--- config.mk ---
export PLATFORM = sky130hd
export DESIGN_NAME = core_top
export DESIGN_NICKNAME = d
export VERILOG_FILES = /design/src/core_bridge_pkg.sv /design/src/core_av_pkg.sv /design/src/settings_regs.sv /design/src/player_input_map.sv /design/src/video_cleanup.sv /design/src/i2s_audio_gen.sv /design/src/core_top.sv
export VERILOG_INCLUDE_DIRS = /design/src
export SDC_FILE = /design/constraint.sdc
export NUM_CORES = 1
export LEC_CHECK = 0
export BUFFER_PORTS_ARGS = -buffer_cell sky130_fd_sc_hd__buf_2
export CORE_MARGIN = 3
export CORE_UTILIZATION = 49
export CTS_BUF_LIST = sky130_fd_sc_hd__clkbuf_8
export CTS_CLUSTER_DIAMETER = 120
export DETAILED_ROUTE_END_ITERATION = 6
export HOLD_SLACK_MARGIN = 0.05
export PLACE_DENSITY = 0.83
export SETUP_SLACK_MARGIN = 0.02
export SYNTH_ARGS = -nofsm -noshare
export SYNTH_HDL_FRONTEND = slang
export SYNTH_SLANG_ARGS = --single-unit
--- constraint.sdc ---
create_clock -name clk_74a -period 2.7 [get_ports clk_74a]
set_input_delay 0 -clock clk_74a [delete_from_list [all_inputs] [get_ports clk_74a]]
set_output_delay 0 -clock clk_74a [all_outputs]
set_load 0.01 [all_outputs]
--- src/core_config.svh ---
// shared constants for the paddle-game glue layer
// included by the packages and RTL files that use them

`ifndef CORE_CONFIG_SVH
`define CORE_CONFIG_SVH

////////////////////
// bridge byte addresses of the option words
`define CORE_ADDR_SCORE15         32'h0000_0000
`define CORE_ADDR_P2_PAD1         32'h0000_0008
`define CORE_ADDR_COIN_KEEP       32'h0000_000C
`define CORE_ADDR_DOUBLE_PADDLE   32'h0000_0014
`define CORE_ADDR_TRAINING        32'h0000_0018

////////////////////
// mclk accumulator, 74.25 MHz * step / limit gives the toggle rate
// which works out to a 12.288 MHz mclk
`define CORE_MCLK_STEP            22'd245760
`define CORE_MCLK_LIMIT           22'd742500

// sample word while the game sound line is high
`define CORE_SOUND_WORD           32'h7000_7000

// i2s frame shape
`define CORE_SLOTS_PER_CHANNEL    32
`define CORE_ACTIVE_BITS          16

`endif

--- src/core_bridge_pkg.sv ---
// types for the host side of the core
// bridge words and the game option bits held by the settings registers

package core_bridge_pkg;

  ////////////////////
  // bridge bus

  // address and data words share one width
  typedef logic [31:0] bridge_word_t;

  ////////////////////
  // game options

  // one bit per option, each written through bit 0 of its own bridge word
  typedef struct packed {
    // game ends when a player reaches 15
    logic score_stop_at_15;
    // controller 1 no longer drives player 2
    logic disable_p2_on_pad_1;
    // coin does not restart a running game
    logic prevent_coin_reset;
    logic double_paddle_height;
    // single player against a wall
    logic training_mode;
  } game_settings_t;

endpackage

--- src/core_av_pkg.sv ---
// types for the audio and video paths
// pixel colour, the i2s shift word and the lr slot counter

`include "core_config.svh"

package core_av_pkg;

  ////////////////////
  // video

  // 8 bits each of red, green, blue, red in the top byte
  typedef logic [23:0] rgb_t;

  ////////////////////
  // audio

  // one full i2s frame word, left half first
  typedef logic [31:0] sample_t;

  // counts sclk slots inside one lrck half
  typedef logic [$clog2(`CORE_SLOTS_PER_CHANNEL)-1:0] slot_count_t;

endpackage

--- src/settings_regs.sv ---
// game option registers on the host bridge
// five single-bit options, each written and read back through bit 0
// of its own 32-bit word, read data valid one cycle after bridge_rd

`timescale 1ns/10ps

`include "core_config.svh"

module settings_regs
  import core_bridge_pkg::*;
(
  input  logic           clk_74a,
  input  logic           rst,
  input  bridge_word_t   bridge_addr,
  input  logic           bridge_rd,
  input  logic           bridge_wr,
  input  bridge_word_t   bridge_wr_data,
  output bridge_word_t   bridge_rd_data,
  output game_settings_t settings
);

  // coin reset is blocked out of reset, everything else off
  localparam game_settings_t SETTINGS_DEFAULT = '{
    score_stop_at_15:     1'b0,
    disable_p2_on_pad_1:  1'b0,
    prevent_coin_reset:   1'b1,
    double_paddle_height: 1'b0,
    training_mode:        1'b0
  };

  logic rd_bit;

  ////////////////////
  // write decode

  always_ff @(posedge clk_74a)
  begin
    if (rst)
    begin
      settings <= SETTINGS_DEFAULT;
    end
    else if (bridge_wr)
    begin
      // other addresses belong to the host and are ignored here
      case (bridge_addr)
        `CORE_ADDR_SCORE15:       settings.score_stop_at_15     <= bridge_wr_data[0];
        `CORE_ADDR_P2_PAD1:       settings.disable_p2_on_pad_1  <= bridge_wr_data[0];
        `CORE_ADDR_COIN_KEEP:     settings.prevent_coin_reset   <= bridge_wr_data[0];
        `CORE_ADDR_DOUBLE_PADDLE: settings.double_paddle_height <= bridge_wr_data[0];
        `CORE_ADDR_TRAINING:      settings.training_mode        <= bridge_wr_data[0];
        default:                  settings                      <= settings;
      endcase
    end
  end

  ////////////////////
  // readback

  always_comb
  begin
    case (bridge_addr)
      `CORE_ADDR_SCORE15:       rd_bit = settings.score_stop_at_15;
      `CORE_ADDR_P2_PAD1:       rd_bit = settings.disable_p2_on_pad_1;
      `CORE_ADDR_COIN_KEEP:     rd_bit = settings.prevent_coin_reset;
      `CORE_ADDR_DOUBLE_PADDLE: rd_bit = settings.double_paddle_height;
      `CORE_ADDR_TRAINING:      rd_bit = settings.training_mode;
      default:                  rd_bit = 1'b0;
    endcase
  end

  // option in bit 0, upper bits zero
  always_ff @(posedge clk_74a)
  begin
    if (bridge_rd)
    begin
      bridge_rd_data <= bridge_word_t'(rd_bit);
    end
  end

  // host never issues a read and a write in the same cycle
  a_no_rd_wr_overlap: assert property (
    @(posedge clk_74a) disable iff (rst)
    !(bridge_rd && bridge_wr)
  );

endmodule

--- src/player_input_map.sv ---
// controller buttons to paddle controls for both players
// all outputs registered, coin is a one-cycle pulse on a start press

`timescale 1ns/10ps

module player_input_map
  import core_bridge_pkg::*;
(
  input  logic           clk_74a,
  input  logic           rst,
  input  logic [15:0]    cont1_key,
  input  logic [15:0]    cont2_key,
  input  game_settings_t settings,
  output logic           p1_up,
  output logic           p1_down,
  output logic           p1_fine,
  output logic           p2_up,
  output logic           p2_down,
  output logic           p2_fine,
  output logic           coin_insert
);

  // key bitmap positions
  localparam int unsigned KEY_UP    = 0;
  localparam int unsigned KEY_DOWN  = 1;
  localparam int unsigned KEY_B     = 5;
  localparam int unsigned KEY_X     = 6;
  localparam int unsigned KEY_L1    = 8;
  localparam int unsigned KEY_R1    = 9;
  localparam int unsigned KEY_START = 15;

  logic p2_share;
  logic start_prev;

  // pad 1 also steers player 2 unless the option turns it off
  assign p2_share = ~settings.disable_p2_on_pad_1;

  always_ff @(posedge clk_74a)
  begin
    if (rst)
    begin
      p1_up       <= 1'b0;
      p1_down     <= 1'b0;
      p1_fine     <= 1'b0;
      p2_up       <= 1'b0;
      p2_down     <= 1'b0;
      p2_fine     <= 1'b0;
      coin_insert <= 1'b0;
      start_prev  <= 1'b0;
    end
    else
    begin
      p1_up       <= cont1_key[KEY_UP];
      p1_down     <= cont1_key[KEY_DOWN];
      p1_fine     <= cont1_key[KEY_R1];
      p2_up       <= cont2_key[KEY_UP]   | (p2_share & cont1_key[KEY_X]);
      p2_down     <= cont2_key[KEY_DOWN] | (p2_share & cont1_key[KEY_B]);
      p2_fine     <= cont2_key[KEY_L1]   | (p2_share & cont1_key[KEY_R1]);
      // rising edge of start only, holding it does nothing more
      coin_insert <= cont1_key[KEY_START] & ~start_prev;
      start_prev  <= cont1_key[KEY_START];
    end
  end

  a_coin_single: assert property (
    @(posedge clk_74a) disable iff (rst)
    coin_insert |=> !coin_insert
  );

endmodule

--- src/video_cleanup.sv ---
// conditions raw game video for the scaler in one register stage
// colour is zero outside the active area, hs and vs become one-cycle pulses

`timescale 1ns/10ps

module video_cleanup
  import core_av_pkg::*;
(
  input  logic clk_74a,
  input  logic rst,
  input  logic game_de,
  input  logic game_hs,
  input  logic game_vs,
  input  rgb_t game_rgb,
  output logic video_de,
  output logic video_hs,
  output logic video_vs,
  output rgb_t video_rgb
);

  logic hs_prev;
  logic vs_prev;

  ////////////////////
  // sync and enable

  always_ff @(posedge clk_74a)
  begin
    if (rst)
    begin
      video_de <= 1'b0;
      video_hs <= 1'b0;
      video_vs <= 1'b0;
      hs_prev  <= 1'b0;
      vs_prev  <= 1'b0;
    end
    else
    begin
      video_de <= game_de;
      // scaler wants a single clock of sync on the leading edge
      video_hs <= game_hs & ~hs_prev;
      video_vs <= game_vs & ~vs_prev;
      hs_prev  <= game_hs;
      vs_prev  <= game_vs;
    end
  end

  // colour blanked whenever de is low
  always_ff @(posedge clk_74a)
  begin
    video_rgb <= game_de ? game_rgb : '0;
  end

  a_hs_one_cycle: assert property (
    @(posedge clk_74a) disable iff (rst)
    video_hs |=> !video_hs
  );

  a_vs_one_cycle: assert property (
    @(posedge clk_74a) disable iff (rst)
    video_vs |=> !video_vs
  );

endmodule

--- src/i2s_audio_gen.sv ---
// i2s square-wave sound generator, free-running on clk_74a
// mclk from a fractional accumulator, sclk = mclk / 4, 32 slots per lrck half
// each channel carries 16 data bits msb first and then zero fill

`timescale 1ns/10ps

`include "core_config.svh"

module i2s_audio_gen
  import core_av_pkg::*;
(
  input  logic clk_74a,
  input  logic rst,
  input  logic sound,
  output logic audio_mclk,
  output logic audio_lrck,
  output logic audio_dac
);

  localparam slot_count_t LAST_SLOT = slot_count_t'(`CORE_SLOTS_PER_CHANNEL - 1);

  logic [21:0] accum;
  logic        mclk;
  logic        mclk_tick;
  logic [1:0]  mclk_div;
  logic        sclk;
  logic        sclk_fall;
  logic        sound_meta;
  logic        sound_sync;
  slot_count_t slot_cnt;
  logic        lrck;
  logic        dac;
  sample_t     shift;

  ////////////////////
  // mclk

  // toggle whenever the accumulator has reached the limit
  assign mclk_tick = (accum >= `CORE_MCLK_LIMIT);

  always_ff @(posedge clk_74a)
  begin
    if (rst)
    begin
      accum <= '0;
      mclk  <= 1'b0;
    end
    else if (mclk_tick)
    begin
      accum <= accum - `CORE_MCLK_LIMIT + `CORE_MCLK_STEP;
      mclk  <= ~mclk;
    end
    else
    begin
      accum <= accum + `CORE_MCLK_STEP;
    end
  end

  ////////////////////
  // sclk

  // divider advances on mclk rising edges
  always_ff @(posedge clk_74a)
  begin
    if (rst)
    begin
      mclk_div <= '0;
    end
    else if (mclk_tick && !mclk)
    begin
      mclk_div <= mclk_div + 2'd1;
    end
  end

  assign sclk = mclk_div[1];

  // sclk drops when the divider wraps from 3 to 0
  assign sclk_fall = mclk_tick && !mclk && sclk && mclk_div[0];

  ////////////////////
  // frame shifter

  // game sound level into this domain
  always_ff @(posedge clk_74a)
  begin
    if (rst)
    begin
      sound_meta <= 1'b0;
      sound_sync <= 1'b0;
    end
    else
    begin
      sound_meta <= sound;
      sound_sync <= sound_meta;
    end
  end

  always_ff @(posedge clk_74a)
  begin
    if (rst)
    begin
      slot_cnt <= '0;
      lrck     <= 1'b0;
      dac      <= 1'b0;
      shift    <= '0;
    end
    else if (sclk_fall)
    begin
      dac      <= (slot_cnt < `CORE_ACTIVE_BITS) ? shift[31] : 1'b0;
      slot_cnt <= slot_cnt + 1'b1;
      if (slot_cnt == LAST_SLOT)
      begin
        lrck <= ~lrck;
        // new frame word at the end of the right channel
        if (lrck)
        begin
          shift <= sound_sync ? `CORE_SOUND_WORD : '0;
        end
      end
      else if (slot_cnt < `CORE_ACTIVE_BITS)
      begin
        shift <= {shift[30:0], 1'b0};
      end
    end
  end

  assign audio_mclk = mclk;
  assign audio_lrck = lrck;
  assign audio_dac  = dac;

  a_accum_bound: assert property (
    @(posedge clk_74a) disable iff (rst)
    accum < (`CORE_MCLK_LIMIT + `CORE_MCLK_STEP)
  );

endmodule

--- src/core_top.sv ---
// glue layer around the paddle-game core, all on clk_74a
// holds the bridge option registers, controller mapping,
// video cleanup for the scaler and the i2s sound output

`timescale 1ns/10ps

module core_top
  import core_bridge_pkg::*, core_av_pkg::*;
(
  input  logic         clk_74a,
  input  logic         rst,

  // host bridge
  input  bridge_word_t bridge_addr,
  input  logic         bridge_rd,
  input  logic         bridge_wr,
  input  bridge_word_t bridge_wr_data,
  output bridge_word_t bridge_rd_data,

  // controllers
  input  logic [15:0]  cont1_key,
  input  logic [15:0]  cont2_key,

  // from the game
  input  logic         game_de,
  input  logic         game_hs,
  input  logic         game_vs,
  input  rgb_t         game_rgb,
  input  logic         sound,

  // to the scaler
  output logic         video_de,
  output logic         video_hs,
  output logic         video_vs,
  output rgb_t         video_rgb,

  // i2s
  output logic         audio_mclk,
  output logic         audio_lrck,
  output logic         audio_dac,

  // to the game
  output logic         p1_up,
  output logic         p1_down,
  output logic         p1_fine,
  output logic         p2_up,
  output logic         p2_down,
  output logic         p2_fine,
  output logic         coin_insert,
  output logic         score_stop_at_15,
  output logic         prevent_coin_reset,
  output logic         double_paddle_height,
  output logic         training_mode
);

  game_settings_t settings;

  settings_regs settings_regs_inst (
    .clk_74a        (clk_74a),
    .rst            (rst),
    .bridge_addr    (bridge_addr),
    .bridge_rd      (bridge_rd),
    .bridge_wr      (bridge_wr),
    .bridge_wr_data (bridge_wr_data),
    .bridge_rd_data (bridge_rd_data),
    .settings       (settings)
  );

  // disable_p2_on_pad_1 only matters to the input map
  assign score_stop_at_15     = settings.score_stop_at_15;
  assign prevent_coin_reset   = settings.prevent_coin_reset;
  assign double_paddle_height = settings.double_paddle_height;
  assign training_mode        = settings.training_mode;

  player_input_map player_input_map_inst (
    .clk_74a     (clk_74a),
    .rst         (rst),
    .cont1_key   (cont1_key),
    .cont2_key   (cont2_key),
    .settings    (settings),
    .p1_up       (p1_up),
    .p1_down     (p1_down),
    .p1_fine     (p1_fine),
    .p2_up       (p2_up),
    .p2_down     (p2_down),
    .p2_fine     (p2_fine),
    .coin_insert (coin_insert)
  );

  video_cleanup video_cleanup_inst (
    .clk_74a   (clk_74a),
    .rst       (rst),
    .game_de   (game_de),
    .game_hs   (game_hs),
    .game_vs   (game_vs),
    .game_rgb  (game_rgb),
    .video_de  (video_de),
    .video_hs  (video_hs),
    .video_vs  (video_vs),
    .video_rgb (video_rgb)
  );

  i2s_audio_gen i2s_audio_gen_inst (
    .clk_74a    (clk_74a),
    .rst        (rst),
    .sound      (sound),
    .audio_mclk (audio_mclk),
    .audio_lrck (audio_lrck),
    .audio_dac  (audio_dac)
  );

endmodule

==> results of run 1 <==
-- metal layers --
| layer | track usage, % | routed length [microns] | vias up |
|---|---|---|---|
| li1 | - | - | 1981 |
| met1 | 28.84 | 4614 | 2015 |
| met2 | 40.61 | 6377 | 165 |
| met3 | 4.152 | 574 | 28 |
| met4 | 7.979 | 336 | 0 |
| met5 | 0 | 0 | - |
-- power by group through the flow --
stage | Sequential [mW] | Clock (mW) | Combinational, mW
CTS | 1.49 | 0.938 | 0.418
global placement | 1.52 | 0 | 0.351
global route | 1.50 | 1.01 | 0.472
detailed placement | 1.52 | 0 | 0.367
floorplan | 1.53 | 0 | 0.257
finish | 1.49 | 0.942 | 0.432
-- stage by stage --
stage	cell area [sq um]	utilization (%)	power [mW]	cells
finish	5582	65.94	2.866	740
global route	5582	65.94	2.981	740
CTS	5575	65.87	2.847	740
detailed placement	4915	58.06	1.891	678
global placement	4915	58.06	1.871	678
floorplan	4501	-	1.783	510
-- sequential cells by signal, indices dropped and copies added, names as in the netlist, 2 cells and up --
name                          cells
video_cleanup_inst.video_rgb     24
i2s_audio_gen_inst.accum         20
i2s_audio_gen_inst.shift         20
i2s_audio_gen_inst.slot_cnt       5
settings_regs_inst.settings       5
i2s_audio_gen_inst.mclk_div       2
-- Yosys cell counts (3+ instances only) --
library cell	number	area, sq um
ha_1	8	100.1
nor2_1	28	105.1
and2_1	24	150.1
mux2i_1	5	50.05
nand4b_1	3	26.28
nand4_1	24	150.1
nor2b_1	26	162.7
nor4b_1	3	26.28
inv_1	9	33.78
nor3_1	7	35.03
dfxtp_1	94	1882
and3_1	3	18.77
nand2_1	20	75.07
or3_1	4	25.02
clkbuf_1	19	71.32
buf_2	6	30.03
o21ai_0	22	110.1
mux2_2	8	90.09
a311oi_1	8	70.07
or4_1	7	52.55
nor4_1	13	81.33
nor3b_1	4	30.03
buf_4	33	247.7
o31ai_1	7	52.55
a21oi_1	35	175.2
nand3_1	9	45.04
-- layout by cell type, fill, tap and decap left out, types with 4 or more instances in the layout --
cell type	instances
a21oi_1	35
inv_1	9
or3_1	4
nand4_1	24
nor3_1	7
clkbuf_8	10
buf_4	9
dfxtp_1	94
and2_1	24
mux2i_1	5
nand2_1	20
dlygate4sd3_1	46
a311oi_1	8
buf_2	115
nor2_1	28
mux2_2	8
o31ai_1	7
nor4_1	13
ha_1	8
nor3b_1	4
nor2b_1	26
nand3_1	9
or4_1	7
o21ai_0	22
conb_1	31
-- logic make-up after synthesis --
logic type                 Yosys count  synth area share (%)
DFF                                 95                 43.57
and+or+nand+nor                    186                 24.35
AOI/OAI and AO/OA                  103                 16.28
other                                1               0.08546
adders and majority gates            8                 2.281
buffers and inverters               71                 9.438
xor gates and xnor gates             1                0.1996
muxes                               15                 3.792
-- worst max-delay path by stage --
stage	depth (start not counted)	slack [ns]	endpoint
after floorplan	8	0.65	i2s_audio_gen_inst.audio_lrck
after CTS	6	0.09	i2s_audio_gen_inst.shift[29]
final	7	0.22	i2s_audio_gen_inst.slot_cnt[0]
after global placement	8	0.27	i2s_audio_gen_inst.shift[30]
after detailed placement	6	0.17	i2s_audio_gen_inst.shift[29]
after global routing	8	0.06	i2s_audio_gen_inst.shift[19]
-- final cells by class --
cell class	count	share of cell area, %
Clock inverter	6	1.121
Clock buffer	10	2.466
Multi-Input combinational cell	344	39.07
Timing Repair Buffer	171	20.13
Inverter	9	0.6052
Sequential cell	95	34.25
Tap cell	105	2.354
-- what timing repair did --
item                       CTS  global route
hold buffers                46             0
setup endpoints to repair    0            19
hold endpoints to repair    45             0
gates resized for setup      0             1
==> results.json, run 1 <==
{
  "cap_violations": 0,
  "max_freq_mhz": 403.1,
  "p_switching_mw": 0.8358,
  "finalSetupTns_ns": 0,
  "switching_share_pct": 29.16,
  "endpoint_kind": "flip-flop",
  "wire_per_inst_microns": 16.09,
  "track_usage_pct": 23.30,
  "holdCritStartpoint": "rst",
  "clk_pin_slew_ns": 0.10,
  "die_w_microns": 100.6,
  "root_buffer": "clkbuf_8",
  "syn_inst": 480,
  "timing.final.ws_setup_ns": 0.2194,
  "powerDensity_nw_per_um2": 513.5,
  "hold_end": "i2s_audio_gen_inst.mclk_div[0]",
  "critPathKind": "reg -> reg",
  "drt_iter0_markers": 317,
  "post-route-period-util_pct": 91.87,
  "r2r_cells": 7,
  "rsz0062_at_grt": "no",
  "crit_slowest_cell": "o32ai_2",
  "setup_viol": 0,
  "synth_flop_cell": "dfxtp_1",
  "period_minus_slack_ns": 2.481,
  "ant_nets": 0,
  "final_layout_size_suffix_gt1_share_pct": 25.20,
  "insertion_delay_ns": 0.37,
  "setup.worst_path.start": "i2s_audio_gen_inst.accum[15]",
  "grt_pass1_wl_mm": 19.29,
  "initial_core_util_pct": 51.84,
  "hpwl_mm": 7.173,
  "multi_input_area_sq_um": 2181,
  "overflow": 0,
  "ys_ff_latch": 95,
  "cts_buffers": 9,
  "r2r_slack_ns": 0.22,
  "yosysWarnings": 0,
  "worst-slew-pin-transition_ns": 0.9502,
  "route.detailed.drc": 0,
  "clock_skew_ns": 0.01323,
  "fill_cells": 620,
  "rows": 33,
  "num_io_pins": 201,
  "cts_tree": "done",
  "synth_edf_count": 1,
  "crit_required_ns": 2.95,
  "cp_cell_sequence": "inv_1 -> ha_1 -> o211a_1 -> o32ai_2 -> buf_4 -> nor3_1 -> mux2_2",
  "internal_power_mw": 2.030,
  "relSlewSlack_pct": 36.65,
  "whs_path_depth": 2,
  "wl_mm": 11.90,
  "power_leakage_nw": 2.367,
  "timing.hold.ws_ns": 0.08094,
  "syn_area_sq_um": 4388,
  "portBuffers": 115,
  "grt_max_degree": 54,
  "fp.dieH_microns": 100.6,
  "post_cts_buffers": 0,
  "cp_num_buf_inv": 2,
  "gp_congestion": 0.8541,
  "grt_pass1_vias": 3971,
  "cp_top_family": "compound AO/OA/AOI/OAI gates",
  "cts_max_level": 3,
  "reg2reg_to": "i2s_audio_gen_inst.slot_cnt[0]",
  "clockBufferDepth": 2,
  "irDropWorstVdd_uv": 457.0,
  "core_sq_um": 8464,
  "dp_slack_ns": 0.1747,
  "r2r-start": "i2s_audio_gen_inst.accum[15]",
  "critPathMaxStageDelay_ns": 0.54,
  "post_synth.cell_area_avg_sq_um": 9.142,
  "ys_seq_area_share_pct": 43.57,
  "die_area_sq_um": 10130,
  "cts_sinks": 95,
  "power.share.clock_pct": 32.9,
  "antenna_cells": 0,
  "seqPwrFrac_pct": 52.1,
  "synth_cell_type_count": 66,
  "worstPathMaxFanout": 14,
  "cp.arrival_ns": 2.73,
  "pwr-share-comb_pct": 15.1,
  "antenna_found_initial": 0,
  "firstDrtPassIters": 5,
  "status": "finished clean",
  "final-max-slew-violation-count": 0,
  "hold_path.class": "in -> reg",
  "num_vias": 4189,
  "num-nets-final": 766,
  "finalHoldViolations": 0,
  "area_growth_pct": 27.20,
  "async_reset_ff_share_pct": 0,
  "register_area_sq_um": 1912,
  "vias_per_cell": 5.661,
  "start_kind": "flip-flop"
}
Note: power is estimated with default switching activity, not from simulation.
==> run 2: changes to the inputs <==
- CORE_UTILIZATION: 49 -> 52
- PLACE_DENSITY: 0.83 -> 0.88
- SLEW_MARGIN: unset -> 25
- clock period: 2.7 -> 3.15 ns (I/O delays scaled with it)
==> results.json, run 2 (synthesized netlist as in run 1, its figures left out) <==
{
  "multi_input_area_sq_um": 2181,
  "fill_cells": 465,
  "irDropWorstVdd_uv": 377.6,
  "initial_core_util_pct": 55.07,
  "start_kind": "flip-flop",
  "place_inst": 670,
  "root_buffer": "clkbuf_8",
  "cts_max_level": 3,
  "switching_share_pct": 31.32,
  "fp.dieH_microns": 97.86,
  "r2r_cells": 8,
  "internal_power_mw": 1.733,
  "grt_max_degree": 43,
  "rsz0062_at_grt": "no",
  "relSlewSlack_pct": 39.35,
  "placed_area_sq_um": 4861,
  "die_area_sq_um": 9577,
  "rows": 32,
  "final-max-slew-violation-count": 0,
  "grt_pass1_wl_mm": 23.68,
  "insertion_delay_ns": 0.39,
  "whs_path_depth": 4,
  "cp_cell_sequence": "ha_1 -> and3_1 -> ha_1 -> nor2_1 -> a21oi_1 -> or3_1 -> nor2_1 -> a311oi_1",
  "top_regs": "video_cleanup_inst.video_rgb: 24 flops, i2s_audio_gen_inst.accum: 20 flops, i2s_audio_gen_inst.shift: 20 flops",
  "largest_register": "video_cleanup_inst.video_rgb",
  "finalSetupTns_ns": 0,
  "num_vias": 4688,
  "powerDensity_nw_per_um2": 437.2,
  "critPathMaxStageDelay_ns": 0.64,
  "post-route-period-util_pct": 85.78,
  "hold_path.class": "in -> reg",
  "crit_slowest_cell": "or3_1",
  "firstDrtPassIters": 6,
  "die_w_microns": 97.86,
  "clk_pin_slew_ns": 0.11,
  "cts_sinks": 95,
  "period_minus_slack_ns": 2.702,
  "cts_tree": "done",
  "critPathKind": "reg -> reg",
  "clock_skew_ns": 0.02745,
  "area_growth_pct": 31.51,
  "grt_pass1_vias": 4545,
  "pwr-share-comb_pct": 15.6,
  "register_area_sq_um": 1912,
  "num_io_pins": 201,
  "core_sq_um": 7968,
  "clockBufferDepth": 2,
  "max_freq_mhz": 370.1,
  "endpoint_kind": "flip-flop",
  "drt_iter0_markers": 491,
  "status": "finished clean",
  "finalHoldViolations": 0,
  "wire_per_inst_microns": 20.30,
  "timing.hold.ws_ns": 0.1281,
  "portBuffers": 115,
  "cts_buffers": 9,
  "seqPwrFrac_pct": 51.0,
  "gp_congestion": 0.7938,
  "route.detailed.drc": 0,
  "final_common_cell": "buf_2",
  "cp.arrival_ns": 2.92,
  "worst-slew-pin-transition_ns": 0.9014,
  "final_cells": 758,
  "largest_reg_flops": 24,
  "cap_violations": 0,
  "antenna_found_initial": 2,
  "worstPathMaxFanout": 17,
  "num-nets-final": 785,
  "crit_required_ns": 3.37,
  "layout_common_cells": "buf_2, dfxtp_1, dlygate4sd3_1",
  "power_leakage_nw": 2.464,
  "design_area_sq_um": 5771,
  "setup_viol": 0,
  "ant_nets": 0,
  "track_usage_pct": 30.80,
  "p_switching_mw": 0.7901,
  "power.share.clock_pct": 33.4,
  "hpwl_mm": 6.957,
  "vias_per_cell": 6.185,
  "final_layout_size_suffix_gt1_share_pct": 23.70,
  "wl_mm": 15.39,
  "overflow": 0
}
-- run 2: changes by cell type in the layout (fill, tap and decap cells not counted), sizes merged --
cell,previous run,this run
clkinv,2,1
buf,125,120
clkinvlp,0,2
dlygate4sd3,46,70
clkbuf,10,9
diode,0,2
-- run 2: critical path: cells and delay by family (launching register included) --
kind | cells | cell delay, ns
DFF | 1 | 0.36
and+or+nand+nor | 4 | 1.40
adders and majority gates | 2 | 0.48
AOI/OAI and AO/OA | 2 | 0.30
-- run 2: power groups by stage --
stage               sequential (mW)  combinational [mW]  clock [mW]
floorplan                      1.31               0.220           0
detailed placement             1.31               0.296           0
finish                         1.29               0.393       0.843
global route                   1.29               0.418       0.889
CTS                            1.28               0.362       0.800
global placement               1.31               0.284           0
-- run 2: metrics by stage --
stage	power [mW]	setup slack [ns]	utilization (%)
after floorplan	1.528	1.100	-
after global placement	1.592	0.6627	61.01
after detailed placement	1.607	0.5256	61.01
after CTS	2.445	0.5053	72.28
after global routing	2.600	0.3501	72.42
final	2.523	0.4478	72.42
-- run 2: path summary, 6_finish.rpt --
check,startpoint,endpoint,slack [ns]
setup reg to reg,i2s_audio_gen_inst.slot_cnt[0],i2s_audio_gen_inst.shift[28],0.45
hold reg to reg,player_input_map_inst.start_prev,player_input_map_inst.coin_insert,0.39
setup / recovery,i2s_audio_gen_inst.slot_cnt[0],i2s_audio_gen_inst.shift[28],0.45
hold / removal,bridge_addr[8],settings_regs_inst.bridge_rd_data[0],0.13
-- run 2: final cells by class --
class	instances	share of cell area [%]
Clock buffer	9	2.147
Inverter	9	0.5854
Clock inverter	7	1.279
Multi-Input combinational cell	344	37.79
Antenna cell	2	0.08673
Sequential cell	95	33.13
Timing Repair Buffer	190	22.77
Tap cell	102	2.212
-- run 2: timing repair --
item                                   4_1_cts  5_1_grt
endpoints found under the hold margin       45        0
setup buffers                                0        0
hold buffers                                70        0
resized for setup                            0        0
-- run 2: metal layers --
metal / wire length (microns) / track usage, % / up-vias
li1: - / - / 2026
met5: 0 / 0 / -
met3: 1240 / 5.929 / 128
met4: 1360 / 22.15 / 0
met2: 7563 / 53.25 / 379
met1: 5226 / 33.53 / 2155
==> run 3: changes to the inputs <==
- CELL_PAD_IN_SITES_DETAIL_PLACEMENT: unset -> 1
- CELL_PAD_IN_SITES_GLOBAL_PLACEMENT: unset -> 1
- CORE_ASPECT_RATIO: unset -> 1.1
- CORE_UTILIZATION: 52 -> 38
- PLACE_DENSITY: 0.88 -> unset
- PLACE_DENSITY_LB_ADDON: unset -> 0.1
- RECOVER_POWER: unset -> 50
==> results.json, run 3 (synthesized netlist as in run 1, its figures left out) <==
{
  "cts_repair_resize_count": 0,
  "drt_iter0_markers": 169,
  "die_area_sq_um": 12870,
  "initial_core_util_pct": 39.49,
  "num_io_pins": 201,
  "met3_usage_pct": 3.659,
  "worstPathMaxFanout": 43,
  "clk_pin_slew_ns": 0.10,
  "largest_reg_flops": 24,
  "grt_pass1_wl_mm": 21.71,
  "seqPwrFrac_pct": 51.0,
  "r2r-start": "i2s_audio_gen_inst.accum[2]",
  "num_vias": 4142,
  "route.detailed.drc": 0,
  "core_sq_um": 11110,
  "overflow": 0,
  "reg2reg_to": "i2s_audio_gen_inst.accum[6]",
  "crit_required_ns": 3.43,
  "grt_pass1_vias": 4402,
  "die_w_microns": 108.5,
  "max_freq_mhz": 394.7,
  "power.share.clock_pct": 33.9,
  "clockBufferDepth": 2,
  "ant_nets": 0,
  "setup_viol": 0,
  "cts_buffers": 9,
  "firstDrtPassIters": 4,
  "cp.arrival_ns": 2.82,
  "finalHoldViolations": 0,
  "multi_input_area_sq_um": 2186,
  "hold_path.class": "in -> reg",
  "r2r_slack_ns": 0.62,
  "num-nets-final": 789,
  "rows": 40,
  "met1_usage_pct": 22.72,
  "power_leakage_nw": 2.338,
  "relSlewSlack_pct": 25.59,
  "cts_sinks": 95,
  "vias_per_cell": 5.145,
  "hold_end": "settings_regs_inst.bridge_rd_data[0]",
  "final-max-slew-violation-count": 0,
  "r2r_cells": 8,
  "layout_common_cells": "dfxtp_1, dlygate4sd3_1, buf_2",
  "powerDensity_nw_per_um2": 434.8,
  "hpwl_mm": 8.029,
  "wl_mm": 13.31,
  "final_cells": 805,
  "grt_max_degree": 54,
  "track_usage_pct": 21.31,
  "holdCritStartpoint": "bridge_addr[18]",
  "antenna_found_initial": 0,
  "area_growth_pct": 32.56,
  "irDropWorstVdd_uv": 317.7,
  "post-route-period-util_pct": 80.42,
  "period_minus_slack_ns": 2.533,
  "cts_max_level": 3,
  "fill_cells": 1392,
  "fin_total_pwr_mw": 2.529,
  "top_regs": "video_cleanup_inst.video_rgb: 24 flops, i2s_audio_gen_inst.accum: 20 flops, i2s_audio_gen_inst.shift: 20 flops",
  "place_inst": 718,
  "pwr-share-comb_pct": 15.1,
  "root_buffer": "clkbuf_8",
  "timing.hold.ws_ns": 0.07367,
  "largest_register": "video_cleanup_inst.video_rgb",
  "final_layout_size_suffix_gt1_share_pct": 17.02,
  "switching_share_pct": 29.24,
  "clock_skew_ns": 0.01776,
  "register_area_sq_um": 1912,
  "use_met2_pct": 39.68,
  "fp.dieH_microns": 118.7,
  "endpoint_kind": "flip-flop",
  "wire_per_inst_microns": 16.54,
  "whs_path_depth": 4,
  "critPathKind": "reg -> reg",
  "worst-slew-pin-transition_ns": 1.116,
  "internal_power_mw": 1.790,
  "insertion_delay_ns": 0.40,
  "gp_congestion": 0.7514,
  "final_common_cell": "dfxtp_1",
  "portBuffers": 115,
  "status": "finished clean",
  "start_kind": "flip-flop",
  "cap_violations": 0,
  "rsz0062_at_grt": "no",
  "antenna_cells": 0,
  "cts_tree": "done",
  "p_switching_mw": 0.7397,
  "finalSetupTns_ns": 0,
  "busiest_layer": "met2"
}
[run 3: worst max-delay path, stage by stage, from the launching register on]
cell and delay, ns:
dfxtp_1 0.41, inv_1 0.08, ha_1 0.21, nor2b_1 0.19, o211ai_2 0.20, a41oi_2 0.30, buf_12 0.28, nor4b_1 0.39
mux2_2 0.38
[run 3: per-layer routing]
layer | vias to the layer above | routed length [microns]
li1 | 2033 | -
met1 | 2022 | 5107
met2 | 64 | 7559
met3 | 23 | 302
met4 | 0 | 345
met5 | - | 0
[run 3: final cells by class]
type	count	area share, %
clock buffers	9	2.129
clock inverters	7	1.269
inverters	9	0.5808
multi-input cells	344	37.58
flip-flops and latches	95	32.87
well taps	147	3.162
repair buffers	194	22.41
[run 3: power by group through the flow]
stage / clock network [mW] / registers, mW / logic (mW)
finish: 0.858 / 1.29 / 0.382
CTS: 0.864 / 1.29 / 0.380
floorplan: 0 / 1.31 / 0.220
global route: 0.922 / 1.30 / 0.419
detailed placement: 0 / 1.31 / 0.315
global placement: 0 / 1.31 / 0.303
[run 3: repair_timing]
action	in CTS	in global routing
hold buffers	71	0
buffers inserted	0	0
hold endpoints to repair	45	0
[run 3: worst max path at each step]
stage / slack [ns] / start / to
after floorplan: 1.10 / i2s_audio_gen_inst.accum[2] / i2s_audio_gen_inst.audio_lrck
after global placement: 0.69 / i2s_audio_gen_inst.accum[2] / i2s_audio_gen_inst.accum[6]
after detailed placement: 0.62 / i2s_audio_gen_inst.accum[2] / i2s_audio_gen_inst.accum[6]
after CTS: 0.59 / i2s_audio_gen_inst.accum[2] / i2s_audio_gen_inst.accum[6]
after global routing: 0.46 / i2s_audio_gen_inst.accum[2] / i2s_audio_gen_inst.accum[6]
final: 0.62 / i2s_audio_gen_inst.accum[2] / i2s_audio_gen_inst.accum[6]
[run 3: through the flow]
| step | setup slack [ns] | utilization (%) | cell area, sq um |
|---|---|---|---|
| finish | 0.6167 | 52.35 | 5817 |
| global route | 0.4569 | 52.35 | 5817 |
| CTS | 0.5925 | 52.85 | 5872 |
| detailed placement | 0.6248 | 44.67 | 4964 |
| global placement | 0.6873 | 44.67 | 4964 |
| floorplan | 1.100 | - | 4501 |
